`src/rtl/isa_pkg.sv`:
```
package isa_pkg;

    typedef logic [15:0] data_t;               // machine word
    typedef logic [7:0]  addr_t;               // im and dm address

    // codes follow the state numbers of the older sequencer
    typedef enum logic [5:0] {
        OP_LDAC  = 6'd3,
        OP_STAC  = 6'd8,
        OP_MVACR = 6'd11,                      // ac to r or r1..r4
        OP_MVRAC = 6'd15,                      // r or r1..r4 to ac
        OP_ADD   = 6'd19,
        OP_MULT  = 6'd20,
        OP_SUB   = 6'd22,
        OP_INAC  = 6'd23,
        OP_JPNZ  = 6'd24,
        OP_NOP   = 6'd28,
        OP_CLAC  = 6'd30,
        OP_ENDOP = 6'd31,
        OP_SHL1  = 6'd44,
        OP_SHR1  = 6'd45
    } opcode_e;

    // selects 5 to 7 fall back to r
    typedef enum logic [2:0] {
        REG_R  = 3'd0,
        REG_R1 = 3'd1,
        REG_R2 = 3'd2,
        REG_R3 = 3'd3,
        REG_R4 = 3'd4
    } reg_sel_e;

    typedef struct packed {
        opcode_e    op;                        // [15:10]
        logic [1:0] rsvd;
        addr_t      addr;                      // ldac, stac, jpnz target
    } instr_mem_t;

    typedef struct packed {
        opcode_e    op;
        logic [6:0] rsvd;
        reg_sel_e   rsel;                      // mvacr, mvrac
    } instr_reg_t;

    typedef union packed {
        instr_mem_t mem;
        instr_reg_t rg;
    } instr_u;

endpackage
```
`src/rtl/ctrl_pkg.sv`:
```
package ctrl_pkg;

    typedef enum logic [2:0] {
        BUS_NONE    = 3'd0,
        BUS_AC      = 3'd1,
        BUS_RSEL    = 3'd2,                    // register picked by ir rsel
        BUS_IR_ADDR = 3'd3,                    // zero extended address field
        BUS_DM      = 3'd4,
        BUS_IM      = 3'd5
    } bus_src_e;

    typedef enum logic [2:0] {
        ALU_PASS = 3'd0,
        ALU_ADD  = 3'd1,
        ALU_SUB  = 3'd2,
        ALU_MUL  = 3'd3,
        ALU_SHL1 = 3'd4,
        ALU_SHR1 = 3'd5
    } alu_op_e;

    typedef struct packed {
        bus_src_e bus_src;
        alu_op_e  alu_op;
        logic     ld_pc;
        logic     ld_ar;
        logic     ld_ir;
        logic     ld_ac;
        logic     ld_rsel;
        logic     ld_dm;                       // dm write strobe
        logic     ac_from_alu;                 // ac takes alu result, not bus
        logic     pc_inc;
        logic     ac_inc;
        logic     ac_clr;
        logic     pc_clr;
    } ctrl_word_t;

    typedef struct packed {
        logic              im_we;
        logic              dm_we;
        isa_pkg::addr_t    addr;
        isa_pkg::data_t    wdata;
    } host_req_t;

endpackage

```
`src/rtl/datapath.sv`:
```
`timescale 1ns/1ns

module datapath
    import isa_pkg::*;
    import ctrl_pkg::*;
(
    input  logic       clk,
    input  logic       rst_n,
    input  ctrl_word_t ctrl,
    input  data_t      im_rdata,
    input  data_t      dm_rdata,
    output instr_u     instr,
    output logic       ac_zero,
    output addr_t      pc,
    output addr_t      ar,
    output data_t      dm_wdata,
    output logic       dm_we,
    output data_t      acc
);

    addr_t      pc_q;
    addr_t      ar_q;
    instr_u     ir_q;
    data_t      ac_q;
    data_t      rf_q [5];                      // r, r1..r4
    logic [2:0] rf_idx;
    data_t      bus;
    data_t      alu_y;

    assign rf_idx = (ir_q.rg.rsel > REG_R4) ? 3'd0 : ir_q.rg.rsel;

    always_comb begin
        case (ctrl.bus_src)
            BUS_AC:      bus = ac_q;
            BUS_RSEL:    bus = rf_q[rf_idx];
            BUS_IR_ADDR: bus = {8'h00, ir_q.mem.addr};
            BUS_DM:      bus = dm_rdata;
            BUS_IM:      bus = im_rdata;
            default:     bus = '0;
        endcase
    end

    alu u_alu (
        .a  (ac_q),
        .b  (rf_q[0]),                         // alu always reads r
        .op (ctrl.alu_op),
        .y  (alu_y)
    );

    always_ff @(posedge clk or negedge rst_n) begin
        if (!rst_n) begin
            pc_q <= '0;
            ac_q <= '0;
            for (int i = 0; i < 5; i++) begin
                rf_q[i] <= '0;
            end
        end else begin
            if (ctrl.pc_clr) pc_q <= '0;
            else if (ctrl.ld_pc) pc_q <= bus[7:0];
            else if (ctrl.pc_inc) pc_q <= pc_q + 8'd1;

            if (ctrl.ac_clr) ac_q <= '0;
            else if (ctrl.ac_inc) ac_q <= ac_q + 16'd1;
            else if (ctrl.ld_ac) ac_q <= ctrl.ac_from_alu ? alu_y : bus;

            if (ctrl.ld_rsel) rf_q[rf_idx] <= bus;
        end
    end

    always_ff @(posedge clk) begin
        if (ctrl.ld_ar) ar_q <= bus[7:0];
        if (ctrl.ld_ir) ir_q <= bus;
    end

    assign instr    = ir_q;
    assign ac_zero  = (ac_q == '0);
    assign pc       = pc_q;
    assign ar       = ar_q;
    assign dm_wdata = bus;                     // only ac drives it on a store
    assign dm_we    = ctrl.ld_dm;
    assign acc      = ac_q;

endmodule

```
`src/rtl/alu.sv`:
```
`timescale 1ns/1ns

module alu
    import isa_pkg::*;
    import ctrl_pkg::*;
(
    input  data_t   a,                         // ac
    input  data_t   b,                         // r
    input  alu_op_e op,
    output data_t   y
);

    logic [31:0] prod;

    assign prod = a * b;

    always_comb begin
        case (op)
            ALU_ADD:  y = a + b;               // wraps mod 2^16
            ALU_SUB:  y = a - b;
            ALU_MUL:  y = prod[15:0];          // low half only
            ALU_SHL1: y = {a[14:0], 1'b0};
            ALU_SHR1: y = {1'b0, a[15:1]};
            default:  y = a;
        endcase
    end

endmodule

```
`config.mk`:
```
export PLATFORM = sky130hd
export DESIGN_NAME = datapath
export DESIGN_NICKNAME = d
export VERILOG_FILES = /design/src/rtl/isa_pkg.sv /design/src/rtl/ctrl_pkg.sv /design/src/rtl/datapath.sv /design/src/rtl/alu.sv
export SDC_FILE = /design/constraint.sdc
export NUM_CORES = 1
export LEC_CHECK = 0
export ABC_AREA = 1
export ABC_CLOCK_PERIOD_IN_PS = 10200
export BUFFER_PORTS_ARGS = -buffer_cell sky130_fd_sc_hd__buf_2
export CORE_UTILIZATION = 39
export DETAILED_ROUTE_END_ITERATION = 7
export SYNTH_ARGS = -nofsm -noshare
export SYNTH_HDL_FRONTEND = slang
export SYNTH_SLANG_ARGS = --single-unit
```
`constraint.sdc`:
```
create_clock -name clk -period 10.2 [get_ports clk]
set_clock_uncertainty 0.15 [all_clocks]
set_input_delay 1.53 -clock clk [delete_from_list [all_inputs] [get_ports clk]]
set_output_delay 1.53 -clock clk [all_outputs]
set_load 0.02 [all_outputs]
```
==> metrics.md <==
| Metric | Value |
|---|---|
| DP HPWL | `29500 µm` |
| TritonCTS clock tree | `yes` |
| Buffers & Inverters on Critical Path | `6` |
| Worst reg2reg path startpoint | `acc[6]` |
| Total track usage | `0.249` |
| Sw Pwr | `approximately 1.3 mW` |
| DRC viols | `0` |
| Antenna diodes | `0` |
| CP max stage cell | `dfrtp_1` |
| Clock Tree Buf Depth | `2` |
| Num rows | `65` |
| GPL Wtd Cong | `slightly above 0.9` |
| Power share of the clock group | `0.207` |
| Overflow after GRT | `0` |
| Comb power frac | `0.520` |
| Vias | `11400` |
| Flop pwr share | `0.273` |
| Cell Int Power | `~1.6 mW` |
| Crit start category | `flop` |
| CP peak stage delay | `slightly above 0.9 ns` |
| Pre-antenna DRT Iters | `5` |
| Hold_sp | `rf_q[7]` |
| Final Util | `0.440` |
| Root buffer cell | `clkbuf_16` |
| Share of post-route cells with drive strength above 1 | `0.136` |
| Drt total wl | `between 30000 and 40000 µm` |
| Vias in the first global route | `11500` |
| Synth Register Bits | `~130` |
| Via density | `between 5 and 6` |
| Synthesized area | `approximately 12000 µm²` |
| YS warnings | `0` |
| TritonCTS buffer count | `17` |
| Area contributors post-synth | `dfrtp_1, fa_1, nand2_1, inv_1, ha_1` |
| Crit end category | `flop` |
| CTS Sinks | `between 100 and 150` |
| Syn Area/Cell | `about 7.5 µm²` |
| Worst R2R Setup Slack | `approximately 4.1 ns` |
| Hold Crit Endpoint | `rf_q[7]` |
| CP required | `around 10 ns` |
| PD cells | `between 200 and 250 nW/µm²` |
| Core Area | `~31000 µm²` |
| Top-area cell type share of the netlist area | `0.209` |
| Crit path max fanout | `17` |
| Peak VDD IR | `120 µV` |
| P&R area growth vs syn | `11.5%` |
| Period utilization | `0.596` |
| CTS clk-pin slew, worst paths | `~0.060 ns` |
| WL/cell | `~18 µm` |
| Cell family with most CP delay | `adder cells` |
| Syn Nets | `approximately 1900` |
| Cell taking the most area after synthesis | `dfrtp_1` |
| Cts hold-fix bufs | `0` |
| Main synth FF type | `dfrtp_1` |
| Fin nets | `between 1500 and 2000` |
| HP Class | `reg -> reg` |
| Worst r2r dst | `acc[15]` |
| Async SR Flop Fraction | `0.813` |
| I/O Pins | `approximately 120` |
| Unique cell type count in the Yosys netlist | `between 50 and 60` |
| Post_cts resized | `0` |
| Most frequent cells in the layout | `nand2_1, inv_1, o21ai_0` |
| Overall power | `around 2.9 mW` |
| Crit path time final | `6.08 ns` |
| Starting DRT DRC Count | `roughly 940` |
| Worst R2R Path Depth | `29` |
| Crit Path Class | `reg -> reg` |
| Post-Synthesis Cells | `approximately 1700` |
| Final setup violation count | `0` |
| Critical path arrival | `about 6.3 ns` |
| Number of max-cap violations | `0` |
| Fmax | `165 MHz` |
| Slew HR | `0.158` |
| Sequential area share after synthesis | `0.267` |
| Clock latency on the worst-skew pair | `0.42 ns` |
| Initial antenna violation count | `0` |
| Min-Delay Path Depth | `1` |
| EDFF count, synth | `24` |
| Most common cell after layout, fill and taps aside | `nand2_1` |
| Slew @ Worst Pin | `between 1 and 1.5 ns` |
| Slew Limit Fails | `0` |
| Initial Util | `0.395` |
| Endpoints failing hold | `0` |
| Die width | `between 150 and 200 µm` |
| Die Span Y | `181 µm` |
| Die Area | `32600 µm²` |
| IO buf count | `114` |
| Leakage | `about 7.4 nW` |
| Pin count of the biggest net entering global routing | `65` |
| Fin Setup TNS | `0 ns` |
| H-tree lvl count | `4` |
| First-pass GRT wire length | `~63000 µm` |
| Final ANT Viol Nets | `0` |
| Sw frac | `0.459` |
| Setup Fix Bufs, Post-CTS | `0` |
| Unrepaired setup endpoints after global routing | `no` |
| Most common cell on crit path | `nand2_1` |
| Status | `finished, final reports clean` |
worst reg2reg max path, delay by kind of cell, from the launching register on:
kind          cells  cell delay (ns)
buf+inv           6             0.38
flops             1             0.93
simple gates     16             1.40
fa+ha+maj         7             3.16
final cells by class:
| type | count | area (µm²) |
|---|---|---|
| fillers | 3165 | 17600 |
| multi-input cells | 1094 | 7430 |
| flip-flops and latches | 128 | 3320 |
| inverters | 358 | 1340 |
| repair buffers | 129 | 686 |
| clock buffers | 27 | 523 |
| well taps | 402 | 503 |
| clock inverters | 5 | 52.6 |
cell usage after synthesis, types with 5 or more instances:
cell      number
nor2_1        77
inv_2         13
nor3_1        10
dfrtp_1      104
nand4_1        6
a221oi_1      13
inv_1        341
a21oi_1       72
nand2_1      371
o22ai_1       29
clkbuf_1      31
xnor2_1        7
o21ai_0      114
nor2_2         5
fa_1          81
buf_2         30
buf_1          6
nand2_2        5
o21ai_1       12
nand3_2        5
edfxtp_1      24
o221ai_1      10
mux2_2        26
ha_1          69
o211ai_1      12
a31oi_1        5
a22oi_1        7
o21a_1        16
xor2_1        25
nor3_2         6
nand3_1       72
cells by family after synthesis:
group                      count (synthesis)  share of synthesized area
AOI/OAI and AO/OA                        311                      0.152
xor gates and xnor gates                  32                     0.0225
adders and majority gates                150                      0.200
buffers and inverters                    431                      0.136
DFF                                      128                      0.267
muxes                                     26                     0.0235
and+or+nand+nor                          575                      0.199
metal layers:
layer,part of all wire,GRT usage,vias up
li1,-,-,5413
met1,0.44,0.336,5539
met2,0.48,0.417,425
met3,0.063,0.0297,57
met4,0.020,0.0725,0
met5,0,0,-
worst max path at each step:
stage / slack [ns] / end / cells after the start / startpoint
after detailed placement: 4.17 / acc[14] / 24 / acc[6]
after floorplan: 4.57 / acc[14] / 26 / acc[5]
final: 4.12 / acc[15] / 29 / acc[6]
after CTS: 4.12 / acc[14] / 24 / acc[6]
after global placement: 4.20 / acc[15] / 29 / acc[6]
after global routing: 3.72 / acc[15] / 28 / rf_q[66]
through the flow:
stage | hold WS [ns] | instances | setup WS, ns | instance area (µm²)
after CTS | 0.337 | 2143 | 4.12 | 13900
final | 0.336 | 2143 | 4.12 | 13900
after global placement | 0.319 | 2111 | 4.20 | 13300
after floorplan | 0.309 | 1653 | 4.57 | 12400
after global routing | 0.349 | 2143 | 3.72 | 13900
after detailed placement | 0.325 | 2111 | 4.17 | 13300
power groups by stage:
stage / Clock [mW] / Combinational (mW) / Sequential (mW)
2_1_floorplan: 0 / 1.12 / 0.720
6_report: 0.596 / 1.50 / 0.784
5_1_grt: 0.621 / 1.72 / 0.797
4_1_cts: 0.603 / 1.50 / 0.780
3_3_place_gp: 0 / 1.46 / 0.783
3_5_place_dp: 0 / 1.48 / 0.788
flip-flops by register name, indices dropped and copies added, names as in the netlist:
register  count
instr        16
pc            8
rf_q         80
acc          16
ar            8
(Power assumes the default switching activity.)
