--- config.mk ---
export PLATFORM = sky130hd
export DESIGN_NAME = control_unit
export DESIGN_NICKNAME = d
export VERILOG_FILES = /design/src/rtl/isa_pkg.sv /design/src/rtl/ctrl_pkg.sv /design/src/rtl/control_unit.sv
export SDC_FILE = /design/constraint.sdc
export NUM_CORES = 1
export LEC_CHECK = 0
export BUFFER_PORTS_ARGS = -buffer_cell sky130_fd_sc_hd__buf_2
export CAP_MARGIN = 5
export CORE_MARGIN = 2
export CORE_UTILIZATION = 50
export DETAILED_ROUTE_END_ITERATION = 16
export GPL_ROUTABILITY_DRIVEN = 0
export PLACE_DENSITY = 0.93
export SKIP_CTS_REPAIR_TIMING = 1
export SLEW_MARGIN = 20
export SYNTH_ARGS = -nofsm -noshare
export SYNTH_HDL_FRONTEND = slang
export SYNTH_SLANG_ARGS = --single-unit
export TNS_END_PERCENT = 50
--- constraint.sdc ---
create_clock -name clk -period 4.7 [get_ports clk]
set_clock_uncertainty 0.1 [all_clocks]
set_input_delay 0.705 -clock clk [delete_from_list [all_inputs] [get_ports clk]]
set_output_delay 0.705 -clock clk [all_outputs]
set_load 0.005 [all_outputs]
--- src/rtl/isa_pkg.sv ---
package isa_pkg;

    typedef logic [15:0] data_t;               // machine word
    typedef logic [7:0]  addr_t;               // im and dm address

    // codes follow the state numbers of the older sequencer
    typedef enum logic [5:0] {
        OP_LDAC  = 6'd3,
        OP_STAC  = 6'd8,
        OP_MVACR = 6'd11,                      // ac to r or r1..r4
        OP_MVRAC = 6'd15,                      // r or r1..r4 to ac
        OP_ADD   = 6'd19,
        OP_MULT  = 6'd20,
        OP_SUB   = 6'd22,
        OP_INAC  = 6'd23,
        OP_JPNZ  = 6'd24,
        OP_NOP   = 6'd28,
        OP_CLAC  = 6'd30,
        OP_ENDOP = 6'd31,
        OP_SHL1  = 6'd44,
        OP_SHR1  = 6'd45
    } opcode_e;

    // selects 5 to 7 fall back to r
    typedef enum logic [2:0] {
        REG_R  = 3'd0,
        REG_R1 = 3'd1,
        REG_R2 = 3'd2,
        REG_R3 = 3'd3,
        REG_R4 = 3'd4
    } reg_sel_e;

    typedef struct packed {
        opcode_e    op;                        // [15:10]
        logic [1:0] rsvd;
        addr_t      addr;                      // ldac, stac, jpnz target
    } instr_mem_t;

    typedef struct packed {
        opcode_e    op;
        logic [6:0] rsvd;
        reg_sel_e   rsel;                      // mvacr, mvrac
    } instr_reg_t;

    typedef union packed {
        instr_mem_t mem;
        instr_reg_t rg;
    } instr_u;

endpackage
--- src/rtl/ctrl_pkg.sv ---
package ctrl_pkg;

    typedef enum logic [2:0] {
        BUS_NONE    = 3'd0,
        BUS_AC      = 3'd1,
        BUS_RSEL    = 3'd2,                    // register picked by ir rsel
        BUS_IR_ADDR = 3'd3,                    // zero extended address field
        BUS_DM      = 3'd4,
        BUS_IM      = 3'd5
    } bus_src_e;

    typedef enum logic [2:0] {
        ALU_PASS = 3'd0,
        ALU_ADD  = 3'd1,
        ALU_SUB  = 3'd2,
        ALU_MUL  = 3'd3,
        ALU_SHL1 = 3'd4,
        ALU_SHR1 = 3'd5
    } alu_op_e;

    typedef struct packed {
        bus_src_e bus_src;
        alu_op_e  alu_op;
        logic     ld_pc;
        logic     ld_ar;
        logic     ld_ir;
        logic     ld_ac;
        logic     ld_rsel;
        logic     ld_dm;                       // dm write strobe
        logic     ac_from_alu;                 // ac takes alu result, not bus
        logic     pc_inc;
        logic     ac_inc;
        logic     ac_clr;
        logic     pc_clr;
    } ctrl_word_t;

    typedef struct packed {
        logic              im_we;
        logic              dm_we;
        isa_pkg::addr_t    addr;
        isa_pkg::data_t    wdata;
    } host_req_t;

endpackage

--- src/rtl/control_unit.sv ---
`timescale 1ns/1ns

module control_unit
    import isa_pkg::*;
    import ctrl_pkg::*;
(
    input  logic       clk,
    input  logic       rst_n,
    input  logic       start,
    input  instr_u     instr,
    input  logic       ac_zero,
    output ctrl_word_t ctrl,
    output logic       done
);

    typedef enum logic [4:0] {
        S_IDLE,
        S_FETCH1,
        S_FETCH2,
        S_LDAC1,
        S_LDAC2,
        S_STAC1,
        S_STAC2,
        S_MVACR,
        S_MVRAC,
        S_ALU1,
        S_ALU2,
        S_INAC,
        S_CLAC,
        S_NOP,
        S_JPNZ1,
        S_JPNZ2,
        S_END
    } state_e;

    state_e  state_q;
    state_e  state_d;
    alu_op_e alu_sel;

    always_ff @(posedge clk or negedge rst_n) begin
        if (!rst_n) begin
            state_q <= S_IDLE;
            done    <= 1'b0;
        end else begin
            state_q <= state_d;
            done    <= (state_q == S_END);     // one cycle after entering end
        end
    end

    // ir still holds the instruction during execute
    always_comb begin
        case (instr.mem.op)
            OP_ADD:  alu_sel = ALU_ADD;
            OP_SUB:  alu_sel = ALU_SUB;
            OP_MULT: alu_sel = ALU_MUL;
            OP_SHL1: alu_sel = ALU_SHL1;
            OP_SHR1: alu_sel = ALU_SHR1;
            default: alu_sel = ALU_PASS;
        endcase
    end

    always_comb begin
        ctrl    = '0;
        state_d = state_q;
        case (state_q)
            S_IDLE: begin
                ctrl.pc_clr = 1'b1;
                if (start) state_d = S_FETCH1;
            end
            S_FETCH1: begin
                ctrl.bus_src = BUS_IM;
                ctrl.ld_ir   = 1'b1;
                state_d      = S_FETCH2;
            end
            S_FETCH2: begin
                case (instr.mem.op)
                    OP_LDAC:  state_d = S_LDAC1;
                    OP_STAC:  state_d = S_STAC1;
                    OP_MVACR: state_d = S_MVACR;
                    OP_MVRAC: state_d = S_MVRAC;
                    OP_ADD, OP_SUB, OP_MULT, OP_SHL1, OP_SHR1: state_d = S_ALU1;
                    OP_INAC:  state_d = S_INAC;
                    OP_CLAC:  state_d = S_CLAC;
                    OP_JPNZ:  state_d = S_JPNZ1;
                    OP_ENDOP: state_d = S_END;
                    default:  state_d = S_NOP;      // unknown codes too
                endcase
            end
            S_LDAC1, S_STAC1: begin
                ctrl.bus_src = BUS_IR_ADDR;
                ctrl.ld_ar   = 1'b1;
                state_d      = (state_q == S_LDAC1) ? S_LDAC2 : S_STAC2;
            end
            S_LDAC2: begin
                ctrl.bus_src = BUS_DM;
                ctrl.ld_ac   = 1'b1;
                ctrl.pc_inc  = 1'b1;
                state_d      = S_FETCH1;
            end
            S_STAC2: begin
                ctrl.bus_src = BUS_AC;
                ctrl.ld_dm   = 1'b1;           // ar is valid by now
                ctrl.pc_inc  = 1'b1;
                state_d      = S_FETCH1;
            end
            S_MVACR: begin
                ctrl.bus_src = BUS_AC;
                ctrl.ld_rsel = 1'b1;
                ctrl.pc_inc  = 1'b1;
                state_d      = S_FETCH1;
            end
            S_MVRAC: begin
                ctrl.bus_src = BUS_RSEL;
                ctrl.ld_ac   = 1'b1;
                ctrl.pc_inc  = 1'b1;
                state_d      = S_FETCH1;
            end
            S_ALU1: begin
                ctrl.alu_op = alu_sel;         // operands settle
                state_d     = S_ALU2;
            end
            S_ALU2: begin
                ctrl.alu_op      = alu_sel;
                ctrl.ld_ac       = 1'b1;
                ctrl.ac_from_alu = 1'b1;
                ctrl.pc_inc      = 1'b1;
                state_d          = S_FETCH1;
            end
            S_INAC, S_CLAC, S_NOP: begin
                ctrl.ac_inc = (state_q == S_INAC);
                ctrl.ac_clr = (state_q == S_CLAC);
                ctrl.pc_inc = 1'b1;
                state_d     = S_FETCH1;
            end
            S_JPNZ1: begin
                ctrl.pc_inc = 1'b1;            // overwritten if taken
                state_d     = ac_zero ? S_FETCH1 : S_JPNZ2;
            end
            S_JPNZ2: begin
                ctrl.bus_src = BUS_IR_ADDR;
                ctrl.ld_pc   = 1'b1;
                state_d      = S_FETCH1;
            end
            S_END: state_d = S_END;            // held until reset
            default: state_d = S_IDLE;
        endcase
    end

endmodule

==> results.txt <==
Clock-pin slew was measured on the worst setup and hold paths at 0.05 ns. The number of inserted diodes was 0; the proportion of layout cells with a drive suffix above 1 was 0.270. The library cells used most frequently in the layout, excluding fill and tap cells, are 27 x sky130_fd_sc_hd__buf_2, 19 x sky130_fd_sc_hd__nor2_1, 10 x sky130_fd_sc_hd__nand2_1.

The total track usage is 0.209. The analysis attributes to cell leakage a power of 0.444 nW. Compound-cell area share of the yosys netlist: 0.191.

Setup slack on the critical path of the routed design comes to 1.95 ns. The tools report the post-route met1 wirelength as 817 µm. Synthesis handed over a netlist of 118 instances.

Class of the tightest hold or removal check: in -> async. Counting along the longest clock path gives a buffer depth of 2. The tools report the number of buffers created by CTS as 3. From synthesis to final layout, the design area changed by 13.8%. Summing all non-filler instances in the final layout gives an area of 948 µm². After detailed routing, the number of vias per cell comes to 5.92.

Setup repair after global routing left no endpoint under its margin. The count of final hold-check violations was 0; the total number of H-tree levels was 1. The multiplexer area fraction after synthesis was 0.0480; the total power was 0.470 mW. Kind of end point of the critical path: a primary output. The floorplan step defined a die boundary enclosing 0.00201 mm².

For this design the top-level I/O count stands at 38. The final layout contains 164 nets. The number of global-route vias before repair was 761; the number of violations reported at the end of detailed-routing iteration 0 was 18. After floorplanning, the core was divided into 14 placement rows.

The tools report the starting utilization of the core area as 0.541. In this run the worst path has a maximum fanout of 7. The logs give 6 for the total number of clock tree sinks and 147 for the number of fillers in the final layout. The utilization after layout is 0.615, and the post-synthesis simple-gate area fraction is 0.381. Port buffering added 27 buffers.

The relative slew slack was 0.654. The area share of fa/ha/maj cells after synthesis was 0.0751; the detailed-placement wirelength estimate was 1430 µm. Count of final max-slew check failures: 0. The combinational family with the most area after synthesis was simple AND/OR/NAND/NOR gates. The final total negative setup slack was 0 ns. TritonCTS built the clock tree. Detailed routing placed a total of 110 µm of wire on met3.

sky130_fd_sc_hd__dfrtp_1 takes more of the synthesized area than any other cell. For the pin count of the biggest net entering global routing, the log shows 18. The flow ran to the end, and the final reports show no timing, DRC or antenna violations.

The worst setup path is launched from an input pin. The run gives 0.180 as the post-synthesis sequential area ratio. The initial antenna violation count came out at 0. The fmax was 364 MHz.

The top cell type's share of synthesized area came out at 0.180. The classification of the worst setup path is in -> out. The tools report the cell at the root of the clock tree as sky130_fd_sc_hd__clkbuf_4. Sorting the synthesized cells by area gives the leading types as sky130_fd_sc_hd__dfrtp_1 18%, sky130_fd_sc_hd__nor2_1 8.6%, sky130_fd_sc_hd__ha_1 7.5%. Before CTS, the worst setup slack after placement is 1.96 ns. The floorplan die height is 44.8 µm, and the part of the cycle the worst path needs is 0.585.

The first-pass iteration count of the detailed router was 4. In this run the critical register-to-register path is launched from state_q[0]. The share of the synthesized netlist area taken by xor and xnor gates was 0.0315. Dividing the synthesized area by the synthesized cell count gives 7.06 µm². Counting every net in the synthesized netlist gives 143. In this run the top signal layer used is met4. Once placement completed, the tool counted placed cells totaling 150. In this run the critical register-to-register path is captured at state_q[0]. For the finished layout, the period the worst path requires is 2.75 ns. The placed instances occupy a cell area of 926 µm². Final hold analysis gives a worst-case slack of 0.163 ns. The post-synthesis cell type count came out at 37. The tools report the highest ir drop seen on vdd as 0.210 mV. The average detailed-routed wire length per instance is 12.2 µm. The data required time of the worst path was 3.89 ns; the number of nets with antenna violations after routing was 0. The worst register-to-register path has a setup slack of 2.92 ns. Dividing total power by cell area gives a power density of 496 mW/mm².

After detailed routing, the met2 layer carries 927 µm of wire. The first global-routing pass estimated 3130 µm of wire. For this run, the number of Yosys warnings is 0. The final number of setup-violating endpoints is 0. After detailed routing, the number of remaining DRC violations is 0. The count of placed standard cells in the final layout, fillers left out came out at 153. The most common cell after layout, fill and taps aside was sky130_fd_sc_hd__buf_2. Wires add up to 1870 µm. At the worst endpoint, the arrival time is 1.95 ns. The die is 44.8 µm wide.

The mapped netlist covers 833 µm². Clock latency on the worst-skew pair, taken at its later pin, is 0.25 ns. Summing over every cut layer, the via total after detailed routing is 906. At the pin with the least slew margin, the transition time is 0.519 ns.

In this run the standard cell core region covers 0.00154 mm². The number of cells on the worst reg-to-reg path is 4. The post-synthesis sequential element count works out to 6.

Summed over all layers, the global routing overflow is 0. The tool flagged a number of max-cap violations equal to 0.
logic make-up after synthesis:
kind of cell	count (synthesis)
and+or+nand+nor	61
AOI/OAI and AO/OA	24
buffers and inverters	15
DFF	6
adders and majority gates	5
muxes	4
xor gates and xnor gates	3
sequential cells by signal, summed over array words and instances, names as in the netlist:
register,count
state_q,5
done,1
worst max-delay path, stage by stage:
cell                      delay [ns]
sky130_fd_sc_hd__buf_2          0.13
sky130_fd_sc_hd__ha_1           0.29
sky130_fd_sc_hd__nor2b_1        0.20
sky130_fd_sc_hd__a21oi_1        0.05
sky130_fd_sc_hd__or3_1          0.31
sky130_fd_sc_hd__a21oi_1        0.14
sky130_fd_sc_hd__buf_2          0.12
per-layer routing:
metal  GRT usage  vias to the layer above
li1            -                      451
met1       0.257                      417
met2       0.348                       36
met3      0.0480                        2
met4      0.0941                        0
met5           0                        -
power by group:
part	total, mW	leakage (nW)	internal (mW)	switching, mW
clock	0.0483	0.0138	0.0289	0.0194
combinational	0.290	0.351	0.141	0.149
sequential	0.132	0.0789	0.0674	0.0644
layout make-up:
cell class                      instances  area [µm²]  share of cell area
Timing Repair Buffer                   27         135               0.142
Sequential cell                         6         150               0.158
Tap cell                               16        20.0              0.0211
Multi-Input combinational cell         97         606               0.639
Inverter                                4        15.0              0.0158
Clock buffer                            3        22.5              0.0237
worst max path at each step:
stage / start / endpoint / slack [ns] / depth (start not counted)
4_1_cts: instr[11] / ctrl[11] / 1.95 / 7
3_3_place_gp: instr[11] / ctrl[11] / 1.98 / 7
5_1_grt: instr[11] / ctrl[11] / 1.81 / 7
3_5_place_dp: instr[11] / ctrl[11] / 1.96 / 7
2_1_floorplan: instr[10] / ctrl[11] / 2.30 / 5
6_report: instr[11] / ctrl[11] / 1.95 / 7
Yosys cell counts (all sizes together):
master,instances
a2111oi,1
a211o,1
a211oi,1
a21boi,1
a21oi,9
a221oi,1
a31o,2
and3,1
buf,7
clkbuf,4
dfrtp,6
ha,5
inv,4
mux2i,4
nand2,10
nand2b,5
nand3,3
nand4,1
nor2,19
nor2b,1
nor3,10
nor3b,1
nor4,2
o211ai,1
o21ai,4
o221ai,1
o22ai,2
or2,2
or2b,1
or3,3
or3b,1
or4b,1
xnor2,3
Note: power is estimated with default switching activity, not from simulation.
